[src/design/riscv_mem_pkg.sv]
//********************
// Shared widths, memory sizing, funct3 size codes and the memory word
// union for the MEM/WB end of the RV32I pipeline.
// Import inside module bodies, use scoped names in port lists.
//********************

package riscv_mem_pkg;

  // Datapath
  localparam int XLEN      = 32;       // Integer register width
  localparam int NUM_BYTES = XLEN / 8; // Byte lanes per word

  // Data memory geometry
  localparam int DMEM_DEPTH = 1024;               // Words
  localparam int DMEM_AW    = $clog2(DMEM_DEPTH); // Word address from alu_out[11:2]

  // Register file index
  localparam int REG_AW = 5;

  // Load/store funct3 size codes
  // Bit 2 flags an unsigned load
  localparam logic [2:0] F3_B  = 3'd0; // Signed byte on load
  localparam logic [2:0] F3_H  = 3'd1; // Signed halfword on load
  localparam logic [2:0] F3_W  = 3'd2; // Full word
  localparam logic [2:0] F3_BU = 3'd4; // Zero-extended byte
  localparam logic [2:0] F3_HU = 3'd5; // Zero-extended halfword

  // One memory word seen three ways
  // bytes[0] and halves[0] are the low-order lanes (little endian)
  typedef union packed {
    logic [XLEN-1:0]                 word;   // Whole word
    logic [NUM_BYTES-1:0][7:0]       bytes;  // Indexed by addr[1:0]
    logic [NUM_BYTES/2-1:0][15:0]    halves; // Indexed by addr[1]
  } mem_word_u;

endpackage

[src/design/store_align.sv]
//********************
// Store lane alignment. Replicates the store data across the byte lanes
// and builds the byte enables from the access size and address offset.
// Purely combinational, sits in front of the data memory.
//********************

`timescale 1ns/1ps

module store_align (
  input  logic [1:0]                          i_offset,     // alu_out[1:0]
  input  logic [2:0]                          i_funct3,     // Store size
  input  logic [riscv_mem_pkg::XLEN-1:0]      i_store_data, // rs2 value
  output logic [riscv_mem_pkg::NUM_BYTES-1:0] o_byte_en,    // Lane write enables
  output logic [riscv_mem_pkg::XLEN-1:0]      o_wdata       // Lane-replicated data
);

  import riscv_mem_pkg::*;

  mem_word_u lane_data; // Write data built lane by lane

  always_comb begin
    lane_data.word = i_store_data; // Word store passes through
    o_byte_en      = '0;

    case (i_funct3)
      F3_B: begin
        // Low byte copied into every lane
        lane_data.bytes = {NUM_BYTES{i_store_data[7:0]}};
        o_byte_en       = NUM_BYTES'(1) << i_offset;
      end
      F3_H: begin
        lane_data.halves = {2{i_store_data[15:0]}}; // Low half into both halves
        // Offset bit 0 ignored, no misalign trap here
        o_byte_en = i_offset[1] ? 4'b1100 : 4'b0011;
      end
      F3_W: begin
        o_byte_en = '1; // All lanes, offset ignored
      end
      default: begin
        o_byte_en = '0; // BU/HU and reserved codes are no store sizes
      end
    endcase
  end

  assign o_wdata = lane_data.word;

endmodule

[config.mk]
export PLATFORM = sky130hd
export DESIGN_NAME = store_align
export DESIGN_NICKNAME = d
export VERILOG_FILES = /design/src/design/riscv_mem_pkg.sv /design/src/design/store_align.sv
export SDC_FILE = /design/constraint.sdc
export NUM_CORES = 1
export LEC_CHECK = 0
export BUFFER_PORTS_ARGS = -buffer_cell sky130_fd_sc_hd__buf_2
export CORE_MARGIN = 1
export CORE_UTILIZATION = 29
export DETAILED_ROUTE_END_ITERATION = 7
export GPL_TIMING_DRIVEN = 0
export PLACE_DENSITY = 0.8
export SLEW_MARGIN = 20
export SYNTH_ARGS = -nofsm -noshare
export SYNTH_HDL_FRONTEND = slang
export SYNTH_SLANG_ARGS = --single-unit
[constraint.sdc]
create_clock -name vclk -period 1.2
set_clock_uncertainty 0.2 [all_clocks]
set_input_delay 0.12 -clock vclk [all_inputs]
set_output_delay 0.12 -clock vclk [all_outputs]
set_load 0.01 [all_outputs]
# Word-level counts from Yosys, hierarchy flattened
# Cells that the tools add are included.
[word_totals] latchBits=0 elab_cells=7 reg_bits=0 romBits=0 out_inout_bits=36 mem_count=0 ram_bits=0
[classes] bitwise=0 eq_ne=2 reduce_logical=1 multipliers=0 n_shift=1 mux=3 order_cmp=0 n_addsub=0 div=0
[ops] op="one-hot mux 32 bit (2 select lines)" count=1
[ops] op="one-hot mux 4 bit (3 select lines)" count=1
[ops] op="two-way mux 4 bit" count=1
[ops] op="<< shifter 1 x 2 -> 4 bit, first input constant" count=1
[ops] op="equality test 3 x 1 -> 1 bit, second input constant" count=1
[ops] op="equality test 3 x 2 -> 1 bit, second input constant" count=1
[ops] op="logical NOT 3 bit" count=1

# Logic depth before layout (Yosys ltp)
# Gate-level depths: netlist (run 1).
[logic_depth] ltp_word=2 depth_mapped=5

# Least setup slack after synthesis (run 1)
# OpenSTA, ideal clock, no wires.
[synth_timing] kind="input to output" startpoint="in i_funct3[1]" endpoint="out o_wdata[20] (netlist name)" n_path_buf=2 arrival_time_ns=0.966 cell_stages=4 setup_slack_ns=-0.086 path_cell_list="buf_6 nor2_4 buf_2 mux2_2"
[synth_via] elab_chain_cells=2
[synth_rtl] element="from (decl)" line_no="store_align.sv:11" rtl="input logic [2:0] i_funct3,"
[synth_rtl] element="equality test 3 x 1 -> 1 bit or logical NOT 3 bit (tied branches)" line_no="store_align.sv:25" rtl="case (i_funct3)"
[synth_rtl] element="one-hot mux 32 bit (2 select lines) (*)" line_no="store_align.sv:25"
[synth_rtl] element="to (decl)" line_no="store_align.sv:14" rtl="output logic [riscv_mem_pkg::XLEN-1:0] o_wdata"
# Mark *: on every way between the ends. The rest lies on a longest branch, timed or not.

# Final worst setup path (run 1)
[layout_timing] startpoint="in i_funct3[2]" endpoint="out o_wdata[9] (netlist name)"
# The elaborated chain is that of the path after synthesis.

==> results of run 1 <==
## through the flow
stage	total power [W]	instances	hold WS, ns
CTS	0.000481	159	0.339
global placement	0.000356	154	0.344
detailed placement	0.000362	154	0.351
global route	0.000534	160	0.351
floorplan	0.000198	66	0.132
finish	0.000508	160	0.341
## layout make-up
type	instances	area, sq um
inverter	2	7.51
timing repair buffer	78	546
buffer	12	114
tap	16	20.0
multi-input combinational	52	493
fill	116	379
## repair_timing
action | in CTS | in global routing
setup buffers | 5 | 1
pin swaps | 2 | 2
cloned | 0 | 0
gates resized for setup | 43 | 10
setup endpoints to repair | 26 | 24
## report_power, final
| group | internal [W] | switching, W |
|---|---|---|
| combinational | 0.000295 | 0.000213 |
| sequential | 0 | 0 |
| clock | 0 | 0 |
## cells by family (layout without fill, tap and decap cells)
kind of cell / Yosys count / in the layout / share of synthesized area (%)
AOI/OAI and AO/OA: 15 / 15 / 15.4
buffers and inverters: 14 / 92 / 18.7
muxes: 24 / 24 / 51.7
and+or+nand+nor: 13 / 13 / 14.2
## metal layers
| layer | wire length (um) | track usage (%) | vias up |
|---|---|---|---|
| met4 | 23 | 0 | 0 |
| li1 | - | - | 382 |
| met2 | 1200 | 41.2 | 43 |
| met1 | 856 | 24.8 | 360 |
| met5 | 0 | 0 | - |
| met3 | 149 | 0.833 | 2 |
## critical path, stage by stage
cell	delay [ns]
buf_8	0.11
nor3_4	0.21
buf_12	0.17
mux2_4	0.31
buf_6	0.12
## cells in the final DEF, fill, tap and decap left out
cell,netlist,final
buf_2,3,54
buf_6,1,21
mux2_4,0,16
buf_4,8,11
a21oi_1,12,9
mux2i_1,8,8
nor2_1,10,7
a21oi_2,0,3
buf_12,0,2
inv_1,2,2
o21ai_0,2,2
nor2_4,1,2
buf_8,0,2
nor2_2,0,2
nor3_4,1,1
a21o_1,1,1
nand2b_1,1,1
## final timing paths
check	startpoint	to	slack, ns	cells past startpoint
worst min-delay path	i_store_data[16]	o_wdata[16]	0.34	3
worst max-delay path	i_funct3[2]	o_wdata[9]	-0.16	5
==> impl_metrics.yaml, run 1 <==
outcome:
  status: "finished, violations left"
  violations: "design-rule violations, negative setup slack"
yosys:
  yosysMostFrequentCell: "mux2_2"
  ys_types: 14
  syn_area_sq_um: 503
  synthesis.nets: 103
  ys_warn_count: 0
  netlist_top_cells_count: "14 x mux2_2, 12 x a21oi_1, 10 x nor2_1, 8 x buf_4, 8 x mux2i_1"
  yosysTopAreaCell: "mux2_2"
  yosys-top-cells-area: "mux2_2 31%, mux2i_1 16%, a21oi_1 12%"
  syn_inst: 66
  ys_seq_area_share_pct: 0
  synth_area_per_cell_sq_um: 7.62
  synthDominantCellAreaShare_pct: 31.3
sta:
  setup_ws_ns: -0.164
  relSlewSlack_pct: 86.4
  finalSetupViolCount: 23
  max_freq_ghz: 0.733
  min_period_over_period_pct: 114
  maxSlewViolCount: 0
  fin_setup_tns_ns: -2.48
  hold_viol_final: 0
  worstMarginPinSlew_ns: 0.198
  min_period_ns: 1.36
  rsz0062_at_grt: "true"
final_layout:
  drive_gt1_share_pct: 79.2
  nets: 183
  seq_cells: 0
  clkbuf_count: 0
  design_area_sq_um: 1180
  syn2layout_area_growth_pct: 135
  seq_area_sq_um: 0
  diodes: 0
  final_util_pct: 75.7
route:
  vias: 787
  drt-initial-drc-count: 14
  detail-route-antenna-nets: 0
  wl_per_cell_um: 13.9
  via_per_inst: 4.92
  drc: 5
  drt_wl_total_um: 2220
  drt_pass1_iterations: 6
setup_path:
  worst_setup_path_start_kind: "input pin"
  critPathKind: "in -> out"
  endpoint_kind: "output pin"
  arrival_ns: 1.04
  worst-endpoint-required_ns: 0.88
  cp_max_fo: 8
floorplanning:
  die-area_sq_um: 1900
  core-area_sq_um: 1560
  start_util_pct: 32.3
  die_h_um: 43.6
  ios: 73
  dieWidth_um: 43.6
  rows: 14
global_route:
  antenna_found_initial: 0
  grt_start_max_net_pins: 11
  grt_first_pass_wirelength_um: 2970
  track_usage_pct: 20.4
  grt_overflow: 0
  grt_pass1_vias: 664
worst_hold_path:
  hp-class: "in -> out"
place:
  dpl_worst_slack_ns: -0.346
  dpl_cell_area_sq_um: 890
  dp_hpwl_um: 1330
  gp_congestion: 0.668
  port_buffers: 72
power:
  ir_drop_uv: 242
  total_leakage_power_nw: 0.658
  powerDensity_nw_per_um2: 430
clock_tree:
  ctsHoldBuffers: 0
run:
  drv_cap: 0
Power figures use the tool's default switching activity.
==> inputs of run 2 (changes only) <==
- CELL_PAD_IN_SITES_DETAIL_PLACEMENT: unset -> 1
- CELL_PAD_IN_SITES_GLOBAL_PLACEMENT: unset -> 1
- CORE_UTILIZATION: 29 -> 17
- PLACE_DENSITY: 0.8 -> 0.79
==> run 2 against run 1 <==
  * Count of clock-buffer cells in the layout is the same
  * The flow finishes with violations (negative setup slack)
  * Final area grew 3.6%
  * Critical endpoint is now o_wdata[23]
  * Power grew 3.0%
  * Hold slack lost 0.0013 ns
  * Non-clock buffer count grew 1
  * Via count grew 1.9%
==> impl_metrics.yaml, run 2 (same netlist as run 1, synthesis figures left out) <==
floorplanning:
  dieWidth_um: 56.4
  die-area_sq_um: 3180
  ios: 73
  rows: 19
  start_util_pct: 18.1
  die_h_um: 56.4
  core-area_sq_um: 2780
outcome:
  violations: "negative setup slack"
  status: "finished, violations left"
power:
  powerDensity_nw_per_um2: 428
  ir_drop_uv: 224
  power.total_w: 0.000523
  total_leakage_power_nw: 0.665
global_route:
  antenna_found_initial: 0
  grt_start_max_net_pins: 11
  grt_pass1_vias: 854
  track_usage_pct: 16.5
  grt_first_pass_wirelength_um: 4230
  grt_overflow: 0
sta:
  setup_ws_ns: -0.158
  min_period_ns: 1.36
  relSlewSlack_pct: 82.1
  maxSlewViolCount: 0
  rsz0062_at_grt: "true"
  worstMarginPinSlew_ns: 0.266
  hold_viol_final: 0
  max_freq_ghz: 0.736
  fin_setup_tns_ns: -2.71
  finalSetupViolCount: 23
  min_period_over_period_pct: 113
place:
  dpl_worst_slack_ns: -0.394
  port_buffers: 72
  dp_hpwl_um: 1850
  place_inst: 169
  gp_congestion: 0.717
route:
  drc: 0
  drt-met1-wl_um: 1040
  wl_per_cell_um: 15.3
  drt_wl_total_um: 2690
  drt-initial-drc-count: 28
  drt_pass1_iterations: 4
  met3_wirelength_um: 187
  met2WireLength_um: 1450
  detail-route-antenna-nets: 0
  vias: 802
  dr.max_layer_used: "met4"
  via_per_inst: 4.56
final_layout:
  clkbuf_count: 0
  drive_gt1_share_pct: 82.1
  layout_common_cells: "54 x buf_2, 24 x buf_6, 16 x mux2_4, 10 x buf_4, 8 x mux2i_1"
  seq_area_sq_um: 0
  final_cell_count_no_fill: 176
  seq_cells: 0
  diodes: 0
  nets: 184
  layout_commonest_cell: "buf_2"
  syn2layout_area_growth_pct: 143
setup_path:
  arrival_ns: 1.04
  worst_setup_path_start_kind: "input pin"
  critPathKind: "in -> out"
  endpoint_kind: "output pin"
  cp_max_fo: 5
  worst-endpoint-required_ns: 0.88
run:
  drv_cap: 0
clock_tree:
  ctsHoldBuffers: 0
worst_hold_path:
  hp-class: "in -> out"
## run 2: per-layer routing
layer | GRT usage, % | vias up
met5 | 0 | -
met2 | 32.5 | 46
met4 | 1.05 | 0
met3 | 2.30 | 2
li1 | - | 383
met1 | 19.6 | 371
## run 2: worst max-delay path: stages
cell and delay, ns:
buf_12 0.11, nor2_4 0.20, buf_6 0.17, mux2_4 0.31, buf_6 0.12
## run 2: area by class of cell
cell class	instances	area, sq um
plain buffers	12	110
fillers	334	1560
inverters	2	7.51
multi-input cells	52	505
well taps	31	38.8
repair buffers	79	561
## run 2: final timing paths
path | startpoint | to | slack (ns) | depth (start not counted)
max | i_funct3[1] | o_wdata[23] | -0.16 | 5
min | i_store_data[22] | o_wdata[22] | 0.34 | 3
## run 2: power breakdown
| group | switching [W] | internal [W] | leakage, nW |
|---|---|---|---|
| Clock | 0 | 0 | 0 |
| Combinational | 0.000223 | 0.000300 | 0.665 |
| Sequential | 0 | 0 | 0 |
| Total | 0.000223 | 0.000300 | 0.665 |
## run 2: repair_timing
action,CTS,global route
gates cloned,1,0
gates resized for setup,44,15
buffers inserted,6,0
endpoints found under the setup margin,26,27
pin swaps,2,1
## run 2: metrics by stage
| stage | hold slack, ns | utilization (%) | area, sq um |
|---|---|---|---|
| after floorplan | 0.132 | - | 509 |
| after global placement | 0.345 | 32.7 | 908 |
| after detailed placement | 0.352 | 32.7 | 908 |
| after CTS | 0.338 | 42.1 | 1170 |
| after global routing | 0.355 | 43.9 | 1220 |
| final | 0.340 | 43.9 | 1220 |
