File: src/design/riscv_mem_pkg.sv
//********************
// Shared widths, memory sizing, funct3 size codes and the memory word
// union for the MEM/WB end of the RV32I pipeline.
// Import inside module bodies, use scoped names in port lists.
//********************

package riscv_mem_pkg;

  // Datapath
  localparam int XLEN      = 32;       // Integer register width
  localparam int NUM_BYTES = XLEN / 8; // Byte lanes per word

  // Data memory geometry
  localparam int DMEM_DEPTH = 1024;               // Words
  localparam int DMEM_AW    = $clog2(DMEM_DEPTH); // Word address from alu_out[11:2]

  // Register file index
  localparam int REG_AW = 5;

  // Load/store funct3 size codes
  // Bit 2 flags an unsigned load
  localparam logic [2:0] F3_B  = 3'd0; // Signed byte on load
  localparam logic [2:0] F3_H  = 3'd1; // Signed halfword on load
  localparam logic [2:0] F3_W  = 3'd2; // Full word
  localparam logic [2:0] F3_BU = 3'd4; // Zero-extended byte
  localparam logic [2:0] F3_HU = 3'd5; // Zero-extended halfword

  // One memory word seen three ways
  // bytes[0] and halves[0] are the low-order lanes (little endian)
  typedef union packed {
    logic [XLEN-1:0]                 word;   // Whole word
    logic [NUM_BYTES-1:0][7:0]       bytes;  // Indexed by addr[1:0]
    logic [NUM_BYTES/2-1:0][15:0]    halves; // Indexed by addr[1]
  } mem_word_u;

endpackage

File: src/design/load_extend.sv
//********************
// Load data extraction. Picks the byte, halfword or word addressed by
// the offset out of a read word and sign- or zero-extends it.
// Combinational, fed by the registered memory read.
//********************

`timescale 1ns/1ps

module load_extend (
  input  logic [riscv_mem_pkg::XLEN-1:0] i_rdata,    // Full memory word
  input  logic [1:0]                     i_offset,   // Byte offset in word
  input  logic [2:0]                     i_funct3,   // Load size and sign
  output logic [riscv_mem_pkg::XLEN-1:0] o_load_data // Value for rd
);

  import riscv_mem_pkg::*;

  mem_word_u  rd_word;  // Read word, byte/half views
  logic [7:0]  sel_byte; // Byte at offset
  logic [15:0] sel_half; // Half at offset bit 1
  logic        fill_b;   // Extension bit, byte loads
  logic        fill_h;   // Extension bit, half loads

  assign rd_word.word = i_rdata;
  assign sel_byte     = rd_word.bytes[i_offset];
  assign sel_half     = rd_word.halves[i_offset[1]]; // Bit 0 ignored

  // funct3[2] set means zero-extend
  assign fill_b = ~i_funct3[2] & sel_byte[7];
  assign fill_h = ~i_funct3[2] & sel_half[15];

  always_comb begin
    case (i_funct3)
      F3_B, F3_BU: begin
        o_load_data = {{(XLEN-8){fill_b}}, sel_byte};
      end
      F3_H, F3_HU: begin
        o_load_data = {{(XLEN-16){fill_h}}, sel_half};
      end
      F3_W: begin
        o_load_data = rd_word.word;
      end
      default: begin
        // Reserved size codes, hand back the raw word
        o_load_data = rd_word.word;
      end
    endcase
  end

endmodule

File: src/design/wback_reg.sv
//********************
// MEM/WB pipeline register plus the write-back select.
// Size and offset are held next to the memory's registered read so the
// load value is extracted after the edge. Latency one cycle.
//********************

`timescale 1ns/1ps

module wback_reg (
  input  logic                             i_clk,
  input  logic                             i_reset,
  input  logic [riscv_mem_pkg::XLEN-1:0]   i_pc,
  input  logic                             i_reg_write,
  input  logic [riscv_mem_pkg::REG_AW-1:0] i_rd,
  input  logic                             i_mem_to_reg, // Result from memory
  input  logic [2:0]                       i_funct3,
  input  logic [1:0]                       i_offset,     // alu_out[1:0]
  input  logic [riscv_mem_pkg::XLEN-1:0]   i_alu_out,
  input  logic [riscv_mem_pkg::XLEN-1:0]   i_rdata,      // Already registered in dmem
  output logic [riscv_mem_pkg::XLEN-1:0]   o_wb_pc,
  output logic                             o_wb_reg_write,
  output logic [riscv_mem_pkg::REG_AW-1:0] o_wb_rd,
  output logic [riscv_mem_pkg::XLEN-1:0]   o_wb_data
);

  import riscv_mem_pkg::*;

  logic            mem_to_reg_q; // Select for write-back mux
  logic [2:0]      funct3_q;     // Load size, aligned with i_rdata
  logic [1:0]      offset_q;     // Byte offset, aligned with i_rdata
  logic [XLEN-1:0] alu_q;        // ALU result
  logic [XLEN-1:0] load_data;    // Extended load value

  always_ff @(posedge i_clk) begin
    if (i_reset) begin
      o_wb_pc        <= '0;
      o_wb_reg_write <= 1'b0;
      o_wb_rd        <= '0;
      mem_to_reg_q   <= 1'b0;
      funct3_q       <= '0;
      offset_q       <= '0;
      alu_q          <= '0;
    end else begin
      o_wb_pc        <= i_pc;
      o_wb_reg_write <= i_reg_write;
      o_wb_rd        <= i_rd;
      mem_to_reg_q   <= i_mem_to_reg;
      funct3_q       <= i_funct3;
      offset_q       <= i_offset;
      alu_q          <= i_alu_out;
    end
  end

  load_extend u_load_extend (
    .i_rdata     (i_rdata),
    .i_offset    (offset_q),
    .i_funct3    (funct3_q),
    .o_load_data (load_data)
  );

  // Memory or ALU, zero after reset through alu_q
  assign o_wb_data = mem_to_reg_q ? load_data : alu_q;

endmodule

File: config.mk
export PLATFORM = sky130hd
export DESIGN_NAME = wback_reg
export DESIGN_NICKNAME = d
export VERILOG_FILES = /design/src/design/riscv_mem_pkg.sv /design/src/design/load_extend.sv /design/src/design/wback_reg.sv
export SDC_FILE = /design/constraint.sdc
export NUM_CORES = 1
export LEC_CHECK = 0
export ABC_AREA = 1
export BUFFER_PORTS_ARGS = -buffer_cell sky130_fd_sc_hd__buf_4
export CELL_PAD_IN_SITES_DETAIL_PLACEMENT = 0
export CELL_PAD_IN_SITES_GLOBAL_PLACEMENT = 2
export CORE_ASPECT_RATIO = 0.6
export CORE_MARGIN = 2
export CORE_UTILIZATION = 25
export CTS_BUF_LIST = sky130_fd_sc_hd__clkbuf_2 sky130_fd_sc_hd__clkbuf_4 sky130_fd_sc_hd__clkbuf_8
export DETAILED_ROUTE_END_ITERATION = 8
export GPL_TIMING_DRIVEN = 0
export PLACE_DENSITY = 0.84
export SKIP_LAST_GASP = 1
export SLEW_MARGIN = 25
export SYNTH_ARGS = -nofsm -noshare
export SYNTH_HDL_FRONTEND = slang
export SYNTH_SLANG_ARGS = --single-unit
File: constraint.sdc
create_clock -name i_clk -period 2.93 [get_ports i_clk]
set_input_delay 0.586 -clock i_clk [delete_from_list [all_inputs] [get_ports i_clk]]
set_output_delay 0.586 -clock i_clk [all_outputs]
set_load 0.005 [all_outputs]
# After elaboration in Yosys (flattened, before gate mapping)
# Index checks and enable logic that the tools add are counted.
dict set report word_totals {
  regBits 76
  input_bits 110
  out_inout_bits 70
  elab_cells 24
}
dict set report op_classes {
  n_lt_le_gt_ge 2
  n_eq_ne 3
  muxes 6
  n_bitwise 3
  n_reduce_logical 3
}
# operator count
set ops {}
lappend ops {{case mux 32 bit (2 select lines)} 1}
lappend ops {{2-to-1 mux 16 bit} 2}
lappend ops {{2-to-1 mux 32 bit} 1}
lappend ops {{binary-select mux 8 bit (select 2 bit)} 1}
lappend ops {{2-to-1 mux 8 bit} 1}
lappend ops {{equality test 3 bit (second input constant)} 2}
lappend ops {{OR reduction 2 bit} 2}
lappend ops {{equality test 3 x 1 -> 1 bit (second input constant)} 1}
lappend ops {{logical NOT 3 bit} 1}
lappend ops {{< comparator 2 x 3 -> 1 bit (second input constant)} 1}
lappend ops {{AND 1 bit} 2}
lappend ops {{< comparator 1 x 2 -> 1 bit (second input constant)} 1}
lappend ops {{inverter 1 bit} 1}

# Longest topological paths before layout
dict set report logic_depth {
  depth_word 5
  mapped_depth 10
  mapped_depth_nobuf 9
}

# Cells and area by module
# Synthesis repeated with hierarchy kept, for this count alone.
dict set report hier_totals {
  cells_unflattened 497
  area_unflattened_um2 3472.1
}
# module n_inst cells_each area_per_inst_um2 seq_area_each_um2
set modules_own_cells {}
lappend modules_own_cells {wback_reg 1 340 2566.2 1521.5}
lappend modules_own_cells {load_extend 1 157 905.9 0.0}

# Least setup slack after synthesis
# Ideal clock, no wire load.
dict set report synth_path {
  path_kind {input -> output}
  startpoint {input i_rdata[31] in the netlist's numbering}
  endpoint {output o_wb_data[21] in the netlist's numbering}
  t_arrival_ps 1202
  t_required_ps 2344
  setup_slack_ps 1142
  stages 7
  path_buffers 1
  path_cell_list {nand2_1 -> nand2_2 -> nand2_1 -> nand3_2 -> nand2_4 -> buf_12 -> a21oi_2}
}
dict set report synth_via {
  elab_chain_cells 5
  elab_cells_between_ends 8
  classes_between {mux (6); bitwise (2)}
}
# item line
set synth_rtl {}
lappend synth_rtl {{start, declared} wback_reg.sv:19} ;# input logic [riscv_mem_pkg::XLEN-1:0] i_rdata,
lappend synth_rtl {{binary-select mux 8 bit (select 2 bit) or 2-to-1 mux 16 bit (tied branches)} {load_extend.sv:25, load_extend.sv:26}}
lappend synth_rtl {{2-to-1 mux 8 bit (implied by the code) or 2-to-1 mux 16 bit (tied branches)} {load_extend.sv:25, load_extend.sv:26}}
lappend synth_rtl {{AND 1 bit (on tied branches)} {load_extend.sv:29, load_extend.sv:30}}
lappend synth_rtl {{case mux 32 bit (2 select lines) *} load_extend.sv:33} ;# case (i_funct3)
lappend synth_rtl {{2-to-1 mux 32 bit *} wback_reg.sv:62} ;# assign o_wb_data = mem_to_reg_q ? load_data : alu_q;
lappend synth_rtl {{end, declared} wback_reg.sv:23} ;# output logic [riscv_mem_pkg::XLEN-1:0] o_wb_data
# Mark *: on every way between the ends. The rest lies on a longest branch, timed or not. The select of a mux whose other input is x is not followed.

# Final worst setup path
dict set report layout_path {
  startpoint {register mem_to_reg_q}
  endpoint {output o_wb_data[5] in the netlist's numbering}
}
dict set report layout_via {
  elab_chain_cells 1
}
# item line
set layout_rtl {}
lappend layout_rtl {{start, declared} wback_reg.sv:28} ;# logic mem_to_reg_q;
lappend layout_rtl {{start signal, assigned} wback_reg.sv:47} ;# mem_to_reg_q <= i_mem_to_reg;
lappend layout_rtl {{2-to-1 mux 32 bit} wback_reg.sv:62}
# Every way passes these cells.

==> insert_results.sql <==
INSERT INTO impl_metrics (metric_group, metric, value, unit) VALUES
('outcome', 'run_status', 'finished clean', ''),
('global_routing', 'global_router_s_overall_resource_usage', '16.93', '%'),
('synthesis', 'yosys.cell_types.count', '24', ''),
('synthesis', 'yosys.area_share.simple', '23.34', '%'),
('placement', 'numPortBuffers', '178', ''),
('floorplan', 'fp.dieW', '153.0', 'um'),
('synthesis', 'yosys_warnings', '0', ''),
('cts', 'cts_hold_buffers', '0', ''),
('power_and_ir_drop', 'leakage', '2.821', 'nW'),
('setup_path', 'crit_type', 'register to output port', ''),
('timing', 'worst-slew-pin-transition', '0.5885', 'ns'),
('setup_path', 'data_required_time_at_the_worst_endpoint', '2.34', 'ns'),
('timing', 'hold_ws', '0.4179', 'ns'),
('cells_and_area', 'mostFrequentLayoutCell', 'buf_4', ''),
('timing', 'timing.final.crit_share', '85.41', '%'),
('synthesis', 'synth_top_family_by_area', 'simple AND/OR/NAND/NOR gates', ''),
('floorplan', 'chipHeight', '93.39', 'um'),
('global_routing', 'grt_overflow_total', '0', ''),
('timing', 'timing.max_slew.rel_slack', '60.35', '%'),
('global_routing', 'grt_pass1_vias', '3606', ''),
('cts', 'tritoncts', 'yes', ''),
('cts', 'clock-root-buffer', 'clkbuf_8', ''),
('setup_path', 'timing.critical_path.fanout_max', '10', ''),
('run', 'maxCapViolations', '0', ''),
('cells_and_area', 'antenna_cells_inserted', '0', ''),
('synthesis', 'post_synth.cell_area_avg', '6.837', 'um^2'),
('route', 'vias_per_cell', '4.187', ''),
('floorplan', 'core_region_area', '12930', 'um^2'),
('cells_and_area', 'final_cell_area', '5064', 'um^2'),
('timing', 'layout_min_cycle_time', '2.503', 'ns'),
('placement', 'detailed_place.area', '4878', 'um^2'),
('timing', 'final.setup.tns', '0', 'ns'),
('cts', 'clock_path_buffers', '2', ''),
('power_and_ir_drop', 'max_vdd_drop', '0.2069', 'mV'),
('synthesis', 'synth.cell_area', '3329', 'um^2'),
('min_path', 'min-delay-path-class', 'input pin to register', ''),
('synthesis', 'syn-num-nets', '597', ''),
('cts', 'cts.repair.resized', '0', ''),
('setup_path', 'critical_path_arrival', '1.92', 'ns'),
('global_routing', 'number_of_antenna_violations_at_the_first_check_in_global_routing', '0', ''),
('route', 'remaining_drc_errors', '0', ''),
('synthesis', 'compound_gate_fraction_of_synth_area', '14.99', '%'),
('floorplan', 'die_area', '14290', 'um^2'),
('setup_path', 'critical_path.endpoint_type', 'output port', ''),
('floorplan', 'floorplan.io_pins', '180', ''),
('synthesis', 'async_set_or_reset_register_ratio_after_synthesis', '0', '%'),
('synthesis', 'synth.ff_latch_count', '76', ''),
('setup_path', 'kind_of_start_point_of_the_critical_path', 'register', ''),
('synthesis', 'synth_edf_count', '0', ''),
('cts', 'clk_transition_reported_paths', '0.09', 'ns'),
('floorplan', 'placement_rows', '32', ''),
('route', 'vias', '3563', ''),
('cells_and_area', 'num-nets-final', '786', ''),
('placement', 'hpwlAfterDp', '9.837', 'mm'),
('timing', 'rsz_0062_raised_after_global_routing', 'no', ''),
('timing', 'report.final.hold_viol_count', '0', ''),
('power_and_ir_drop', 'powerDensity', '470.6', 'nW/um^2'),
('synthesis', 'synth_cells', '487', ''),
('floorplan', 'start_util', '25.74', '%'),
('route', 'routed_wl', '11.89', 'mm'),
('cells_and_area', 'most-common-layout-cells', '178 x buf_4, 104 x nor2_1, 101 x inv_1, 80 x nand2_1, 76 x dfxtp_1', ''),
('global_routing', 'first_pass_grt_wire_length', '18.37', 'mm'),
('timing', 'maxClockFrequency', '0.3996', 'GHz'),
('cts', 'postCtsSetupRepairBufs', '0', ''),
('synthesis', 'synthAdderAreaFrac', '0', '%'),
('synthesis', 'ys_dominant_reg_cell', 'dfxtp_1', ''),
('route', 'drt_iter0_drc', '157', ''),
('route', 'detail-route-antenna-nets', '0', ''),
('route', 'drt-wirelength-per-cell', '13.97', 'um'),
('cells_and_area', 'flow.area_growth_from_synthesis', '52.09', '%'),
('timing', 'setup_violations', '0', ''),
('cts', 'numClockSinks', '76', ''),
('synthesis', 'yosysSeqAreaShare', '45.70', '%'),
('route', 'firstDrtPassIters', '4', ''),
('synthesis', 'synthXorXnorAreaFrac', '0', '%'),
('cells_and_area', 'drive_gt1_share', '33.04', '%'),
('synthesis', 'synthMuxAreaShare', '0', '%'),
('placement', 'gpl_wtd_cong', '0.8725', ''),
('timing', 'slew_violations', '0', ''),
('cts', 'clock_tree.htree_level_count', '3', ''),
('cts', 'cts-buffers-inserted', '9', ''),
('global_routing', 'pin_count_of_the_biggest_net_entering_global_routing', '15', '');
worst max-delay path: stages, from the launching register on:
cell      delay, ns
dfxtp_1        0.31
clkbuf_2       0.19
clkbuf_1       0.40
nor2_1         0.21
a21oi_1        0.27
buf_4          0.16
through the flow:
step           utilization [%]  std cells  total power, mW  setup WS [ns]
2_1_floorplan                -        487            1.346          1.142
3_3_place_gp             37.72        835            1.631         0.6616
3_5_place_dp             37.72        835            1.640         0.6365
4_1_cts                  39.15        851            2.425         0.4298
5_1_grt                  39.15        851            2.531         0.2664
6_report                 39.15        851            2.383         0.4274
layer usage:
layer	part of all wire (%)	vias to the layer above	global-route usage (%)	wire length, um
met4	1.2	0	5.170	147
met1	48	1596	22.74	5703
li1	-	1823	-	-
met2	41	132	24.48	4877
met3	9.8	12	7.322	1159
met5	0	-	0	0
worst paths after layout:
kind                  slack [ns]      endpoint  depth (start not counted)         start
worst max-delay path        0.43  o_wb_data[5]                          5  mem_to_reg_q
worst min-delay path        0.42    o_wb_pc[3]                          3       i_pc[3]
sequential cells by signal (all words and copies together) (netlist names):
| signal | cells |
|---|---|
| mem_to_reg_q | 1 |
| offset_q | 2 |
| o_wb_reg_write | 1 |
| alu_q | 32 |
| o_wb_pc | 32 |
| o_wb_rd | 5 |
| funct3_q | 3 |
synthesized netlist by cell type (2+ instances only):
library cell  instances  share of area [%]
nor2_1              104                 12
inv_1               101                 11
nand2_1              80                9.0
dfxtp_1              76                 46
a21oi_1              42                6.3
o21ai_0              22                3.3
clkbuf_1             10                1.1
o211ai_1             10                2.3
a21oi_2               9                2.4
buf_2                 7                1.1
nand3_1               6               0.90
buf_1                 4               0.45
inv_2                 3               0.34
buf_6                 2               0.68
nand2_4               2               0.68
area by class of cell:
class	count	area (um^2)
sequential	76	1521
timing repair buffer	178	1336
multi-input combinational	281	1276
clock inverter	6	47.55
buffer	25	135.1
tap	170	212.7
clock buffer	10	137.6
fill	1437	7869
inverter	105	396.6
report_power, final:
group / switching [mW] / internal (mW) / leakage, nW / total [mW]
Clock: 0.432 / 0.340 / 0.0985 / 0.771
Combinational: 0.248 / 0.259 / 2.09 / 0.507
Sequential: 0.0175 / 1.09 / 0.633 / 1.11
logic make-up (layout without fill, tap and decap cells):
group                  count (synthesis)  in the layout
buffers and inverters                130            324
AO/OA/AOI/OAI                         85             85
flip-flops                            76             76
AND/OR/NAND/NOR                      196            196
Power figures use the tool's default switching activity.
